`src/hw/fpu_op_pkg.sv`:
```
`default_nettype none

package fpu_op_pkg;

  // ====================
  // Operation codes
  // ====================
  localparam int OP_WIDTH = 5;

  // Compare unit
  localparam logic [OP_WIDTH-1:0] OP_FEQ     = 5'd1;
  localparam logic [OP_WIDTH-1:0] OP_FLT     = 5'd2;
  localparam logic [OP_WIDTH-1:0] OP_FLE     = 5'd3;
  localparam logic [OP_WIDTH-1:0] OP_FMIN    = 5'd4;
  localparam logic [OP_WIDTH-1:0] OP_FMAX    = 5'd5;
  // Sign/class unit
  localparam logic [OP_WIDTH-1:0] OP_FSGNJ   = 5'd6;
  localparam logic [OP_WIDTH-1:0] OP_FSGNJN  = 5'd7;
  localparam logic [OP_WIDTH-1:0] OP_FSGNJX  = 5'd8;
  localparam logic [OP_WIDTH-1:0] OP_FCLASS  = 5'd9;
  localparam logic [OP_WIDTH-1:0] OP_FMV_X_W = 5'd10;
  localparam logic [OP_WIDTH-1:0] OP_FMV_W_X = 5'd11;
  // Code 0 and codes 12 and up are not FP operations

  localparam int REG_ADDR_WIDTH = 5;

  // ====================
  // Exception flags
  // ====================
  localparam int FLAG_WIDTH = 5;
  localparam int FLAG_NV    = 4;
  localparam int FLAG_DZ    = 3;
  localparam int FLAG_OF    = 2;
  localparam int FLAG_UF    = 1;
  localparam int FLAG_NX    = 0;

endpackage : fpu_op_pkg

`default_nettype wire

```
`src/hw/fp32_pkg.sv`:
```
`default_nettype none

package fp32_pkg;

  // ====================
  // Format widths
  // ====================
  localparam int FP_WIDTH   = 32;
  localparam int EXP_WIDTH  = 8;
  localparam int MANT_WIDTH = 23;

  // One FP32 word, read either as raw bits or as IEEE 754 fields
  // Moves use the raw view, compare/sign/class use the field view
  typedef union packed {
    logic [FP_WIDTH-1:0] bits;
    struct packed {
      logic                  sign;
      logic [EXP_WIDTH-1:0]  exp;
      logic [MANT_WIDTH-1:0] mant;
    } fields;
  } fp32_word_u;

  // Quiet NaN with no payload
  localparam logic [FP_WIDTH-1:0] CANONICAL_NAN = 32'h7FC0_0000;

  // ====================
  // FCLASS result bits
  // ====================
  localparam int CLASS_WIDTH  = 10;
  localparam int CLS_NEG_INF  = 0;
  localparam int CLS_NEG_NORM = 1;
  localparam int CLS_NEG_SUB  = 2;
  localparam int CLS_NEG_ZERO = 3;
  localparam int CLS_POS_ZERO = 4;
  localparam int CLS_POS_SUB  = 5;
  localparam int CLS_POS_NORM = 6;
  localparam int CLS_POS_INF  = 7;
  localparam int CLS_SNAN     = 8;
  localparam int CLS_QNAN     = 9;

endpackage : fp32_pkg

`default_nettype wire
```
`src/hw/fpu_unit_if.sv`:
```
`timescale 1ns/1ps
`default_nettype none

interface fpu_unit_if;
  import fp32_pkg::*;
  import fpu_op_pkg::*;

  // Request, sampled by the unit on the start pulse only
  logic                start;
  logic [OP_WIDTH-1:0] op;
  logic [FP_WIDTH-1:0] operand_a;
  logic [FP_WIDTH-1:0] operand_b;

  // Response, qualified by a one-cycle done pulse
  logic [FP_WIDTH-1:0] result;
  logic                nv;
  logic                done;

  // Sequencer side
  modport sequencer (
    output start, op, operand_a, operand_b,
    input  result, nv, done
  );

  // Execution unit side
  modport unit (
    input  start, op, operand_a, operand_b,
    output result, nv, done
  );

endinterface : fpu_unit_if

`default_nettype wire

```
`src/hw/fpu_top.sv`:
```
`timescale 1ns/1ps
`default_nettype none

module fpu_top (
  input  logic                                  i_clk,
  input  logic                                  i_rst,
  // Operation request
  input  logic                                  i_valid,
  input  logic [fpu_op_pkg::OP_WIDTH-1:0]       i_operation,
  input  logic [fp32_pkg::FP_WIDTH-1:0]         i_operand_a,
  input  logic [fp32_pkg::FP_WIDTH-1:0]         i_operand_b,
  input  logic [fpu_op_pkg::REG_ADDR_WIDTH-1:0] i_dest_reg,
  // Result, one-cycle pulse
  output logic                                  o_valid,
  output logic [fp32_pkg::FP_WIDTH-1:0]         o_result,
  output logic                                  o_result_to_int,
  output logic [fpu_op_pkg::REG_ADDR_WIDTH-1:0] o_dest_reg,
  output logic [fpu_op_pkg::FLAG_WIDTH-1:0]     o_flags,
  // Pipeline control and hazard view
  output logic                                  o_stall,
  output logic [fpu_op_pkg::REG_ADDR_WIDTH-1:0] o_inflight_dest
);

  // One link per execution unit
  fpu_unit_if cmp_if ();
  fpu_unit_if scu_if ();

  // ====================
  // Sequencer
  // ====================
  fpu_sequencer seq_i (
    .i_clk           (i_clk),
    .i_rst           (i_rst),
    .i_valid         (i_valid),
    .i_operation     (i_operation),
    .i_operand_a     (i_operand_a),
    .i_operand_b     (i_operand_b),
    .i_dest_reg      (i_dest_reg),
    .o_valid         (o_valid),
    .o_result        (o_result),
    .o_result_to_int (o_result_to_int),
    .o_dest_reg      (o_dest_reg),
    .o_flags         (o_flags),
    .o_stall         (o_stall),
    .o_inflight_dest (o_inflight_dest),
    .cmp             (cmp_if.sequencer),
    .scu             (scu_if.sequencer)
  );

  // ====================
  // Execution units
  // ====================
  // Compare and min/max, 3 cycles
  fp_compare cmp_i (
    .i_clk (i_clk),
    .i_rst (i_rst),
    .port  (cmp_if.unit)
  );

  // Sign injection, classify and moves, 2 cycles
  fp_sign_class_unit scu_i (
    .i_clk (i_clk),
    .i_rst (i_rst),
    .port  (scu_if.unit)
  );

endmodule : fpu_top

`default_nettype wire

```
`src/hw/fpu_sequencer.sv`:
```
`timescale 1ns/1ps
`default_nettype none

module fpu_sequencer (
  input  logic                                i_clk,
  input  logic                                i_rst,
  input  logic                                i_valid,
  input  logic [fpu_op_pkg::OP_WIDTH-1:0]     i_operation,
  input  logic [fp32_pkg::FP_WIDTH-1:0]       i_operand_a,
  input  logic [fp32_pkg::FP_WIDTH-1:0]       i_operand_b,
  input  logic [fpu_op_pkg::REG_ADDR_WIDTH-1:0] i_dest_reg,
  output logic                                o_valid,
  output logic [fp32_pkg::FP_WIDTH-1:0]       o_result,
  output logic                                o_result_to_int,
  output logic [fpu_op_pkg::REG_ADDR_WIDTH-1:0] o_dest_reg,
  output logic [fpu_op_pkg::FLAG_WIDTH-1:0]   o_flags,
  output logic                                o_stall,
  output logic [fpu_op_pkg::REG_ADDR_WIDTH-1:0] o_inflight_dest,
  fpu_unit_if.sequencer                       cmp,
  fpu_unit_if.sequencer                       scu
);
  import fpu_op_pkg::*;

  // ====================
  // Decode
  // ====================
  logic use_cmp;
  logic use_scu;
  logic to_int;
  logic is_fp_op;

  always_comb begin
    use_cmp = 1'b0;
    use_scu = 1'b0;
    to_int  = 1'b0;
    case (i_operation)
      // Compares write the integer file, min/max the FP file
      OP_FEQ, OP_FLT, OP_FLE: begin
        use_cmp = 1'b1;
        to_int  = 1'b1;
      end
      OP_FMIN, OP_FMAX: use_cmp = 1'b1;
      OP_FSGNJ, OP_FSGNJN, OP_FSGNJX, OP_FMV_W_X: use_scu = 1'b1;
      OP_FCLASS, OP_FMV_X_W: begin
        use_scu = 1'b1;
        to_int  = 1'b1;
      end
      default: ;
    endcase
  end

  assign is_fp_op = use_cmp | use_scu;

  // ====================
  // Operation tracking
  // ====================
  logic                      busy;
  logic                      accept;
  logic                      any_done;
  logic                      cmp_start_q;
  logic                      scu_start_q;
  logic [REG_ADDR_WIDTH-1:0] dest_q;
  logic                      to_int_q;

  // Only one operation in flight across both units
  assign accept   = i_valid & is_fp_op & ~busy;
  assign any_done = cmp.done | scu.done;

  always_ff @(posedge i_clk) begin
    if (i_rst) begin
      busy        <= 1'b0;
      cmp_start_q <= 1'b0;
      scu_start_q <= 1'b0;
      dest_q      <= '0;
      to_int_q    <= 1'b0;
    end else begin
      // Done wins so the held request is never issued twice
      if (any_done) begin
        busy <= 1'b0;
      end else if (accept) begin
        busy <= 1'b1;
      end
      // Start pulses one cycle after acceptance
      cmp_start_q <= accept & use_cmp;
      scu_start_q <= accept & use_scu;
      if (accept) begin
        dest_q   <= i_dest_reg;
        to_int_q <= to_int;
      end
    end
  end

  // Caller holds operation fields while stalled, so units see them at start
  assign cmp.start     = cmp_start_q;
  assign cmp.op        = i_operation;
  assign cmp.operand_a = i_operand_a;
  assign cmp.operand_b = i_operand_b;
  assign scu.start     = scu_start_q;
  assign scu.op        = i_operation;
  assign scu.operand_a = i_operand_a;
  assign scu.operand_b = i_operand_b;

  // ====================
  // Result and flags
  // ====================
  always_comb begin
    if (cmp.done) begin
      o_result = cmp.result;
    end else if (scu.done) begin
      o_result = scu.result;
    end else begin
      o_result = '0;
    end
  end

  // Only invalid-operation can be raised, nothing here divides or rounds
  always_comb begin
    o_flags          = '0;
    o_flags[FLAG_NV] = (cmp.done & cmp.nv) | (scu.done & scu.nv);
    o_flags[FLAG_DZ] = 1'b0;
    o_flags[FLAG_OF] = 1'b0;
    o_flags[FLAG_UF] = 1'b0;
    o_flags[FLAG_NX] = 1'b0;
  end

  assign o_valid         = any_done;
  assign o_result_to_int = any_done & to_int_q;
  assign o_dest_reg      = any_done ? dest_q : '0;

  // Stall from the acceptance cycle until the result cycle
  assign o_stall = (busy | (i_valid & is_fp_op)) & ~any_done;

  // Hazard unit sees the destination until the result leaves
  assign o_inflight_dest = (busy & ~any_done) ? dest_q : '0;

endmodule : fpu_sequencer

`default_nettype wire

```
`src/hw/fp_sign_class_unit.sv`:
```
`timescale 1ns/1ps
`default_nettype none

module fp_sign_class_unit (
  input logic      i_clk,
  input logic      i_rst,
  fpu_unit_if.unit port
);
  import fp32_pkg::*;
  import fpu_op_pkg::*;

  // ====================
  // Stage 1: capture
  // ====================
  fp32_word_u          a1;
  fp32_word_u          b1;
  logic [OP_WIDTH-1:0] op1;
  logic                v1;

  always_ff @(posedge i_clk) begin
    if (port.start) begin
      a1  <= port.operand_a;
      b1  <= port.operand_b;
      op1 <= port.op;
    end
  end

  // ====================
  // Stage 2: compute
  // ====================
  logic                   exp_max;
  logic                   exp_zero;
  logic                   mant_zero;
  logic [CLASS_WIDTH-1:0] cls;
  logic [FP_WIDTH-1:0]    res_c;

  always_comb begin
    exp_max   = &a1.fields.exp;
    exp_zero  = a1.fields.exp == '0;
    mant_zero = a1.fields.mant == '0;
    cls       = '0;
    // One-hot class, sign picks the negative or positive half
    if (exp_max && mant_zero) begin
      cls[a1.fields.sign ? CLS_NEG_INF : CLS_POS_INF] = 1'b1;
    end else if (exp_max) begin
      cls[a1.fields.mant[MANT_WIDTH-1] ? CLS_QNAN : CLS_SNAN] = 1'b1;
    end else if (exp_zero && mant_zero) begin
      cls[a1.fields.sign ? CLS_NEG_ZERO : CLS_POS_ZERO] = 1'b1;
    end else if (exp_zero) begin
      cls[a1.fields.sign ? CLS_NEG_SUB : CLS_POS_SUB] = 1'b1;
    end else begin
      cls[a1.fields.sign ? CLS_NEG_NORM : CLS_POS_NORM] = 1'b1;
    end
  end

  always_comb begin
    // Moves pass the raw bit pattern of A
    res_c = a1.bits;
    case (op1)
      OP_FSGNJ:  res_c[FP_WIDTH-1] = b1.fields.sign;
      OP_FSGNJN: res_c[FP_WIDTH-1] = ~b1.fields.sign;
      OP_FSGNJX: res_c[FP_WIDTH-1] = a1.fields.sign ^ b1.fields.sign;
      OP_FCLASS: res_c = {{(FP_WIDTH-CLASS_WIDTH){1'b0}}, cls};
      default: ;
    endcase
  end

  always_ff @(posedge i_clk) begin
    port.result <= res_c;
  end

  // No operation here can be invalid
  assign port.nv = 1'b0;

  always_ff @(posedge i_clk) begin
    if (i_rst) begin
      v1        <= 1'b0;
      port.done <= 1'b0;
    end else begin
      v1        <= port.start;
      port.done <= v1;
    end
  end

endmodule : fp_sign_class_unit

`default_nettype wire

```
`src/hw/fp_compare.sv`:
```
`timescale 1ns/1ps
`default_nettype none

module fp_compare (
  input logic      i_clk,
  input logic      i_rst,
  fpu_unit_if.unit port
);
  import fp32_pkg::*;
  import fpu_op_pkg::*;

  function automatic logic is_nan(input fp32_word_u w);
    return (&w.fields.exp) && (w.fields.mant != '0);
  endfunction

  // Signaling NaN has the quiet bit clear
  function automatic logic is_snan(input fp32_word_u w);
    return is_nan(w) && !w.fields.mant[MANT_WIDTH-1];
  endfunction

  function automatic logic is_zero(input fp32_word_u w);
    return (w.fields.exp == '0) && (w.fields.mant == '0);
  endfunction

  // ====================
  // Stage 1: capture and classify
  // ====================
  fp32_word_u          a_in;
  fp32_word_u          b_in;
  fp32_word_u          a1;
  fp32_word_u          b1;
  logic [OP_WIDTH-1:0] op1;
  logic                a1_nan;
  logic                b1_nan;
  logic                a1_snan;
  logic                b1_snan;
  logic                a1_zero;
  logic                b1_zero;
  logic                v1;

  assign a_in = port.operand_a;
  assign b_in = port.operand_b;

  always_ff @(posedge i_clk) begin
    if (port.start) begin
      a1      <= a_in;
      b1      <= b_in;
      op1     <= port.op;
      a1_nan  <= is_nan(a_in);
      b1_nan  <= is_nan(b_in);
      a1_snan <= is_snan(a_in);
      b1_snan <= is_snan(b_in);
      a1_zero <= is_zero(a_in);
      b1_zero <= is_zero(b_in);
    end
  end

  // ====================
  // Stage 2: order
  // ====================
  logic                both_zero;
  logic                mag_lt;
  logic                lt_c;
  logic                eq_c;
  fp32_word_u          a2;
  fp32_word_u          b2;
  logic [OP_WIDTH-1:0] op2;
  logic                a2_nan;
  logic                b2_nan;
  logic                snan2;
  logic                lt2;
  logic                eq2;
  logic                v2;

  always_comb begin
    both_zero = a1_zero & b1_zero;
    mag_lt    = a1.bits[FP_WIDTH-2:0] < b1.bits[FP_WIDTH-2:0];
    // +0 and -0 are equal here
    eq_c      = (a1.bits == b1.bits) | both_zero;
    if (a1.fields.sign != b1.fields.sign) begin
      lt_c = a1.fields.sign & ~both_zero;
    end else if (a1.fields.sign) begin
      // Both negative, larger magnitude is smaller
      lt_c = (a1.bits != b1.bits) & ~mag_lt;
    end else begin
      lt_c = mag_lt;
    end
  end

  always_ff @(posedge i_clk) begin
    a2     <= a1;
    b2     <= b1;
    op2    <= op1;
    a2_nan <= a1_nan;
    b2_nan <= b1_nan;
    snan2  <= a1_snan | b1_snan;
    lt2    <= lt_c;
    eq2    <= eq_c;
  end

  // ====================
  // Stage 3: result
  // ====================
  logic                any_nan;
  logic                min_a;
  logic [FP_WIDTH-1:0] res_c;
  logic                nv_c;

  always_comb begin
    any_nan = a2_nan | b2_nan;
    // For min/max -0 sorts below +0
    min_a   = lt2 | (eq2 & a2.fields.sign);
    res_c   = '0;
    nv_c    = 1'b0;
    case (op2)
      OP_FEQ: begin
        res_c[0] = eq2 & ~any_nan;
        nv_c     = snan2;
      end
      OP_FLT: begin
        res_c[0] = lt2 & ~any_nan;
        nv_c     = any_nan;
      end
      OP_FLE: begin
        res_c[0] = (lt2 | eq2) & ~any_nan;
        nv_c     = any_nan;
      end
      OP_FMIN, OP_FMAX: begin
        nv_c = snan2;
        if (a2_nan && b2_nan) res_c = CANONICAL_NAN;
        else if (a2_nan) res_c = b2.bits;
        else if (b2_nan) res_c = a2.bits;
        else if (min_a == (op2 == OP_FMIN)) res_c = a2.bits;
        else res_c = b2.bits;
      end
      default: ;
    endcase
  end

  always_ff @(posedge i_clk) begin
    port.result <= res_c;
    port.nv     <= nv_c;
  end

  // Valid bit walks alongside the data
  always_ff @(posedge i_clk) begin
    if (i_rst) begin
      v1        <= 1'b0;
      v2        <= 1'b0;
      port.done <= 1'b0;
    end else begin
      v1        <= port.start;
      v2        <= v1;
      port.done <= v2;
    end
  end

endmodule : fp_compare

`default_nettype wire

```
`config.mk`:
```
export PLATFORM = sky130hd
export DESIGN_NAME = fpu_top
export DESIGN_NICKNAME = d
export VERILOG_FILES = /design/src/hw/fpu_op_pkg.sv /design/src/hw/fp32_pkg.sv /design/src/hw/fpu_unit_if.sv /design/src/hw/fpu_top.sv /design/src/hw/fpu_sequencer.sv /design/src/hw/fp_sign_class_unit.sv /design/src/hw/fp_compare.sv
export SDC_FILE = /design/constraint.sdc
export NUM_CORES = 1
export LEC_CHECK = 0
export BUFFER_PORTS_ARGS = -buffer_cell sky130_fd_sc_hd__buf_2
export CAP_MARGIN = 20
export CORE_MARGIN = 3
export CORE_UTILIZATION = 50
export CTS_BUF_LIST = sky130_fd_sc_hd__clkbuf_4
export DETAILED_ROUTE_END_ITERATION = 8
export PLACE_DENSITY = 0.72
export REMOVE_ABC_BUFFERS = 1
export SETUP_SLACK_MARGIN = 0.05
export SYNTH_ARGS = -nofsm -noshare
export SYNTH_HDL_FRONTEND = slang
export SYNTH_SLANG_ARGS = --single-unit
```
`constraint.sdc`:
```
create_clock -name i_clk -period 3 [get_ports i_clk]
set_input_delay 0.6 -clock i_clk [delete_from_list [all_inputs] [get_ports i_clk]]
set_output_delay 0.6 -clock i_clk [all_outputs]
set_load 0.03 [all_outputs]
```
* Yosys cells after proc, flatten, opt, wreduce, memory -nomap -nowiden
Index checks and enable logic that the tools add are counted.
** Operators by class
- Magnitude comparators :: 11
- Eq/ne operators :: 24
- Multiplexer cells :: 36
- Bitwise logic cells :: 31
- Reductions and logical operators :: 35
** Operator list (number)
- greater-or-equal comparator 32 x 1 -> 1 bit (second input constant) :: 5
- less-than comparator 32 x 6 -> 1 bit (second input constant) :: 5
- two-way mux 32 bit :: 5
- logical NOT 23 bit :: 3
- two-way mux 10 bit :: 5
- nonzero test 23 bit :: 2
- equality test 5 x 3 -> 1 bit (second input constant) :: 8
- equality test 32 bit :: 1
- inequality test 32 bit :: 1
- less-than comparator 31 bit :: 1
- two-way mux 31 bit :: 1
- equality test 5 x 4 -> 1 bit (second input constant) :: 6
- logical NOT 8 bit :: 3
- AND reduction 8 bit :: 3
- demux 1 bit (select 4 bit) :: 5
- equality test 5 x 2 -> 1 bit (second input constant) :: 4
- AND 1 bit :: 15
- logical AND 1 bit :: 14
- two-way mux 3 bit :: 4
- two-way mux 1 bit :: 11
- equality test 5 x 1 -> 1 bit (second input constant) :: 2
- two-way mux 5 bit :: 2
- OR reduction 5 bit :: 2
- bitwise OR 1 bit :: 8
- other kinds (10) :: 21
** Word-level totals
- Register bits :: 297
- Word-level logic and storage cells :: 173

* Longest topological paths before layout
- Depth after elaboration :: 10
- Depth in mapped cells :: 8
- Depth with buffers taken out :: 8

* Cells and area by module
From an unflattened synthesis, not the netlist that was laid out.
** Second synthesis, totals
- Cell total of the unflattened synthesis :: 857
- Area total of the unflattened synthesis :: 10487.6 um2
** Modules (own cells, without submodules)
- fp_compare :: instances 1, cells an instance 464, area an instance 6281.0 um2, seq. area each 4454.3 um2
- fp_sign_class_unit :: instances 1, cells an instance 146, area an instance 2285.9 um2, seq. area each 1821.7 um2
- fpu_sequencer :: instances 1, cells an instance 247, area an instance 1920.6 um2, seq. area each 180.2 um2

* Worst setup path before layout
Ideal clock, no wire load.
- Path kind :: register to register
- From :: reg seq_i.cmp_start_q (netlist: seq_i.cmp.start)
- To :: reg cmp_i.a1[0] (netlist bit), enable pin
- Setup time :: 0.440 ns
- Data arrival time :: 1.921 ns
- Data required time :: 2.560 ns
- Setup slack :: 0.639 ns
- Stages on the path, launching flop included :: 1
- Path buffers :: 0
- Cells stage by stage :: dfxtp_1
** RTL lines
- start: declaration :: RTL line fpu_sequencer.sv:60 : logic cmp_start_q;
- start signal: assignment :: RTL line fpu_sequencer.sv:84 : cmp_start_q <= accept & use_cmp;
- end signal: assignment :: RTL line fp_compare.sv:46 : a1 <= a_in;
- end: declaration :: RTL line fp_compare.sv:30 : fp32_word_u a1;
No word-level cell between the ends.

* Worst setup path in the final report
- From :: reg cmp_i.port.done
- To :: out o_result[1] (netlist bit)
** Between the ends
- Cells in the longest elaborated chain, start to end :: 1
** RTL lines
- start: declaration :: RTL line fpu_unit_if.sv:28 : output result, nv, done
- start signal: assignment :: RTL line fp_compare.sv:154 : port.done <= v2;
- two-way mux 32 bit :: RTL line fpu_sequencer.sv:107 : if (cmp.done) begin
- end: declaration :: RTL line fpu_top.sv:15 : output logic [fp32_pkg::FP_WIDTH-1:0] o_result,
Every way passes these cells.

==> results.txt <==
----------------------------------------------------
[STA]
  Transition time of the tightest slew-check pin ... about 1000 ps
  Maximum clock skew at final layout ... 47.38 ps
  Accumulated negative setup slack ... 0 ps
  Share of the clock period used by the worst path after layout ... 87.99%
  Max-slew headroom at the worst pin ... between 30% and 40%
  Number of slew-limit violations in the final report ... 0
  Total of endpoints with negative setup slack in the final report ... 0
  Min cycle time layout ... 2640 ps
  RSZ-0062 raised after global routing ... no
  Number of endpoints with negative hold slack in the final report ... 0
  Final hold slack ... 120.6 ps
  Achievable clock frequency ... ~0.38 GHz

[Clocking]
  Clk slew on worst S/H paths ... ~60 ps
  Num Clock Sinks ... around 270
  Number of buffers inserted during clock tree synthesis ... 60
  Clock tree from TritonCTS ... built
  H-tree levels ... 2
  Post-cts sizing count ... 0
  Setup bufs post-CTS ... 0
  Buffer cell driving the clock tree root ... sky130_fd_sc_hd__clkbuf_4
  Max Root-Sink Buffers ... 3
  Number of hold buffers added after cts ... 0
  Insertion delay to the later sink of the worst-skew pair ... 680 ps

[Power and ir drop]
  Power density cells ... about 630 nW/µm²
  Clock power share ... 42.2%
  Static Leak ... 4.536 nW
  Net switching power ... 1.418 mW
  Cell Int Power ... between 5 and 6 mW
  Worst vdd rail ir drop ... just under 0.5 mV
  Fraction of power spent switching nets ... between 20% and 30%
  Sequential fraction of design power ... about 56%
  Relative contribution of combinational cells to total power ... under 10%

[Routing]
  Top metal layer carrying routed signals ... met4
  First-pass iteration count of the detailed router ... 5
  Routed vias ... between 6000 and 7000
  Sum of routed wire segments on met1 ... 8330 µm
  Routed wire per std cell ... between 15 and 20 µm
  Total length of routed wires ... roughly 21000 µm
  Residual DRC count ... 0
  Routed Antenna Nets ... 0
  Met2 wire length ... around 10000 µm
  Detailed router's first-iteration violation count ... 343
  Length of routed met3 wiring ... around 1500 µm
  Detail-routed via count per cell ... between 5 and 6

[Synth]
  Cell taking the most area after synthesis ... sky130_fd_sc_hd__edfxtp_1
  Synth top area cells ... sky130_fd_sc_hd__edfxtp_1, sky130_fd_sc_hd__dfxtp_1, sky130_fd_sc_hd__ha_1
  Area share of the leading cell type in the synthesized netlist ... around 37%
  Synth cell types ... ~50
  EDFF count, synth ... about 110
  Sequential cell area fraction in the yosys report ... between 70% and 80%
  Area of the mapped netlist ... between 9000 and 10000 µm²
  Most instantiated library cell after synthesis ... sky130_fd_sc_hd__dfxtp_1
  Main synth FF type ... sky130_fd_sc_hd__dfxtp_1
  Post-synthesis average cell area ... 12.96 µm²
  Flop and latch count out of synthesis ... 266
  Commonest cells post-synth ... sky130_fd_sc_hd__dfxtp_1, sky130_fd_sc_hd__edfxtp_1, sky130_fd_sc_hd__nand2_1
  Yosys warns ... 0
  Fraction of synthesis flops using an asynchronous set or reset pin ... 0%
  Syn Inst Count ... 705

[Critical path]
  R2r startpoint ... cmp_i.a1[22]
  Crit-path max cell delay ... between 300 and 400 ps
  Critical path buffers and inverters ... 3
  Slack of the worst reg-to-reg path ... around 470 ps
  Worst setup path class ... flip-flop to output pin
  Startpoint class of the critical path ... flip-flop
  Category of cells accounting for the largest share of critical-path delay ... buffers and inverters
  CP Max Fanout ... 18
  Critical path capture point type ... output pin
  Cell with the largest stage delay on the worst path ... sky130_fd_sc_hd__dfxtp_1
  Capturing point of the worst reg2reg path ... cmp_i.lt2
  Most common cell type on the critical path ... sky130_fd_sc_hd__buf_4
  Number of cell instances on the worst register-to-register path ... 7
  Required time worst endpoint ... 2400 ps
  Ordered cell list for the critical path ... buf_4 -> nor2b_2 -> buf_4 -> a22o_1 -> buf_2
  Critical Path AT ... around 2000 ps

[Floorplan]
  Standard cell core area ... around 18000 µm²
  Horizontal die dimension ... between 100 and 150 µm
  Area of the die ... about 20000 µm²
  Initial core utilization ... approximately 52%
  Number of rows in the core area ... 48
  Number of ports placed on the die boundary ... approximately 130
  Overall die height ... ~140 µm

[Global routing]
  Number of global-route vias before repair ... 6375
  Wire length of the first global-routing pass ... between 30000 and 40000 µm
  GRT Total Usage ... about a fifth
  Global route total overflow ... 0
  Antenna violations before repair ... 1
  Pin count of the biggest net entering global routing ... 77

[Place]
  HPWL after detailed placement ... ~15000 µm
  Placer Congestion ... around 0.84
  Number of buffer cells added on primary ports ... around 120

[Worst hold path]
  Path category of the worst min-delay check ... input pin to flip-flop
  End point of the worst hold path ... cmp_i.b1[14]
  Hold path depth ... 1
  Source of the worst hold timing path ... i_operand_b[14]

[Cells and area]
  Share of final-layout standard cells stronger than drive strength 1 ... approximately a quarter
  Fill cells ... 1394
  Net count, final ... about 980
  Area added between synthesis and finish ... 18.67%

[Status]
  Status ... finished, final reports clean

[Flow run]
  # Max-Cap Violations ... 0

----------------------------------------------------
## layout by cell type, fill, tap and decap left out, types with 13 or more instances in the layout
cell / Yosys / final
sky130_fd_sc_hd__and2_1: 31 / 31
sky130_fd_sc_hd__nand4_1: 13 / 13
sky130_fd_sc_hd__edfxtp_1: 113 / 113
sky130_fd_sc_hd__nor2_1: 30 / 30
sky130_fd_sc_hd__inv_1: 36 / 36
sky130_fd_sc_hd__clkinv_1: 0 / 14
sky130_fd_sc_hd__ha_1: 31 / 31
sky130_fd_sc_hd__a21oi_1: 34 / 34
sky130_fd_sc_hd__buf_2: 5 / 122
sky130_fd_sc_hd__dfxtp_1: 153 / 151
sky130_fd_sc_hd__a22o_1: 36 / 36
sky130_fd_sc_hd__nor3_1: 28 / 28
sky130_fd_sc_hd__clkbuf_4: 0 / 94
sky130_fd_sc_hd__nand2_1: 66 / 66
sky130_fd_sc_hd__nor4_1: 24 / 24
## routing by layer
layer,vias to the layer above,track usage [%]
met2,242,35.16
met4,0,9.587
met1,2899,25.20
met5,-,0
li1,2928,-
met3,40,5.258
## sequential cells by signal, indices dropped and copies added, names as in the netlist, 5 cells and up
signal	flops
cmp_i.b1	32
scu_i.op1	5
cmp_i.op1	5
cmp_i.b2	32
cmp_i.a1	32
scu_i.a1	32
scu_i.port.result	32
cmp_i.port.result	32
seq_i.dest_q	5
cmp_i.op2	5
cmp_i.a2	32
## kinds of logic after synthesis
kind of cell	count (synthesis)	synth area share (%)
flops	266	70.67
mux	9	0.9998
compound gates	103	7.875
other cells	1	0.04105
buf+inv	64	2.862
xor+xnor	2	0.1918
simple gates	229	13.12
fa+ha+maj	31	4.245
## cell type report
type,instances,area [µm²],share of cell area [%]
clock buffers,94,705.7,6.509
multi-input cells,378,2436,22.47
flip-flops and latches,266,6461,59.60
clock inverters,19,128.9,1.189
diodes,2,5.005,0.04616
inverters,36,135.1,1.246
repair buffers,129,688.2,6.347
well taps,225,281.5,2.597
## stage by stage
stage                     area [µm²]  setup WS (ps)  instances  utilization, %  power (mW)
after floorplan                 9021          204.1        680               -       3.940
after global placement         10000          550.9       1034           56.84       4.045
after detailed placement       10000          476.3       1034           56.84       4.051
after CTS                      10840          311.1       1147           61.58       6.946
after global routing           10840          198.6       1149           61.61       7.160
final                          10840          360.3       1149           61.61       6.872
## power by group through the flow
stage	clock network [mW]	registers, mW	logic [mW]
after floorplan	0	3.89	0.0535
after global placement	0	3.89	0.155
after detailed placement	0	3.89	0.159
after CTS	2.98	3.81	0.160
after global routing	3.17	3.81	0.174
final	2.90	3.81	0.160
## worst max path at each step
stage,cells past startpoint,endpoint,start,slack (ps)
final,5,o_result[1],cmp_i.port.done,360
after global routing,5,o_result[1],cmp_i.port.done,200
after CTS,5,o_result[1],cmp_i.port.done,310
after detailed placement,7,cmp_i.lt2,cmp_i.a1[22],480
after global placement,7,cmp_i.lt2,cmp_i.a1[18],550
after floorplan,2,o_result[0],cmp_i.port.done,200
(Power assumes the default switching activity.)
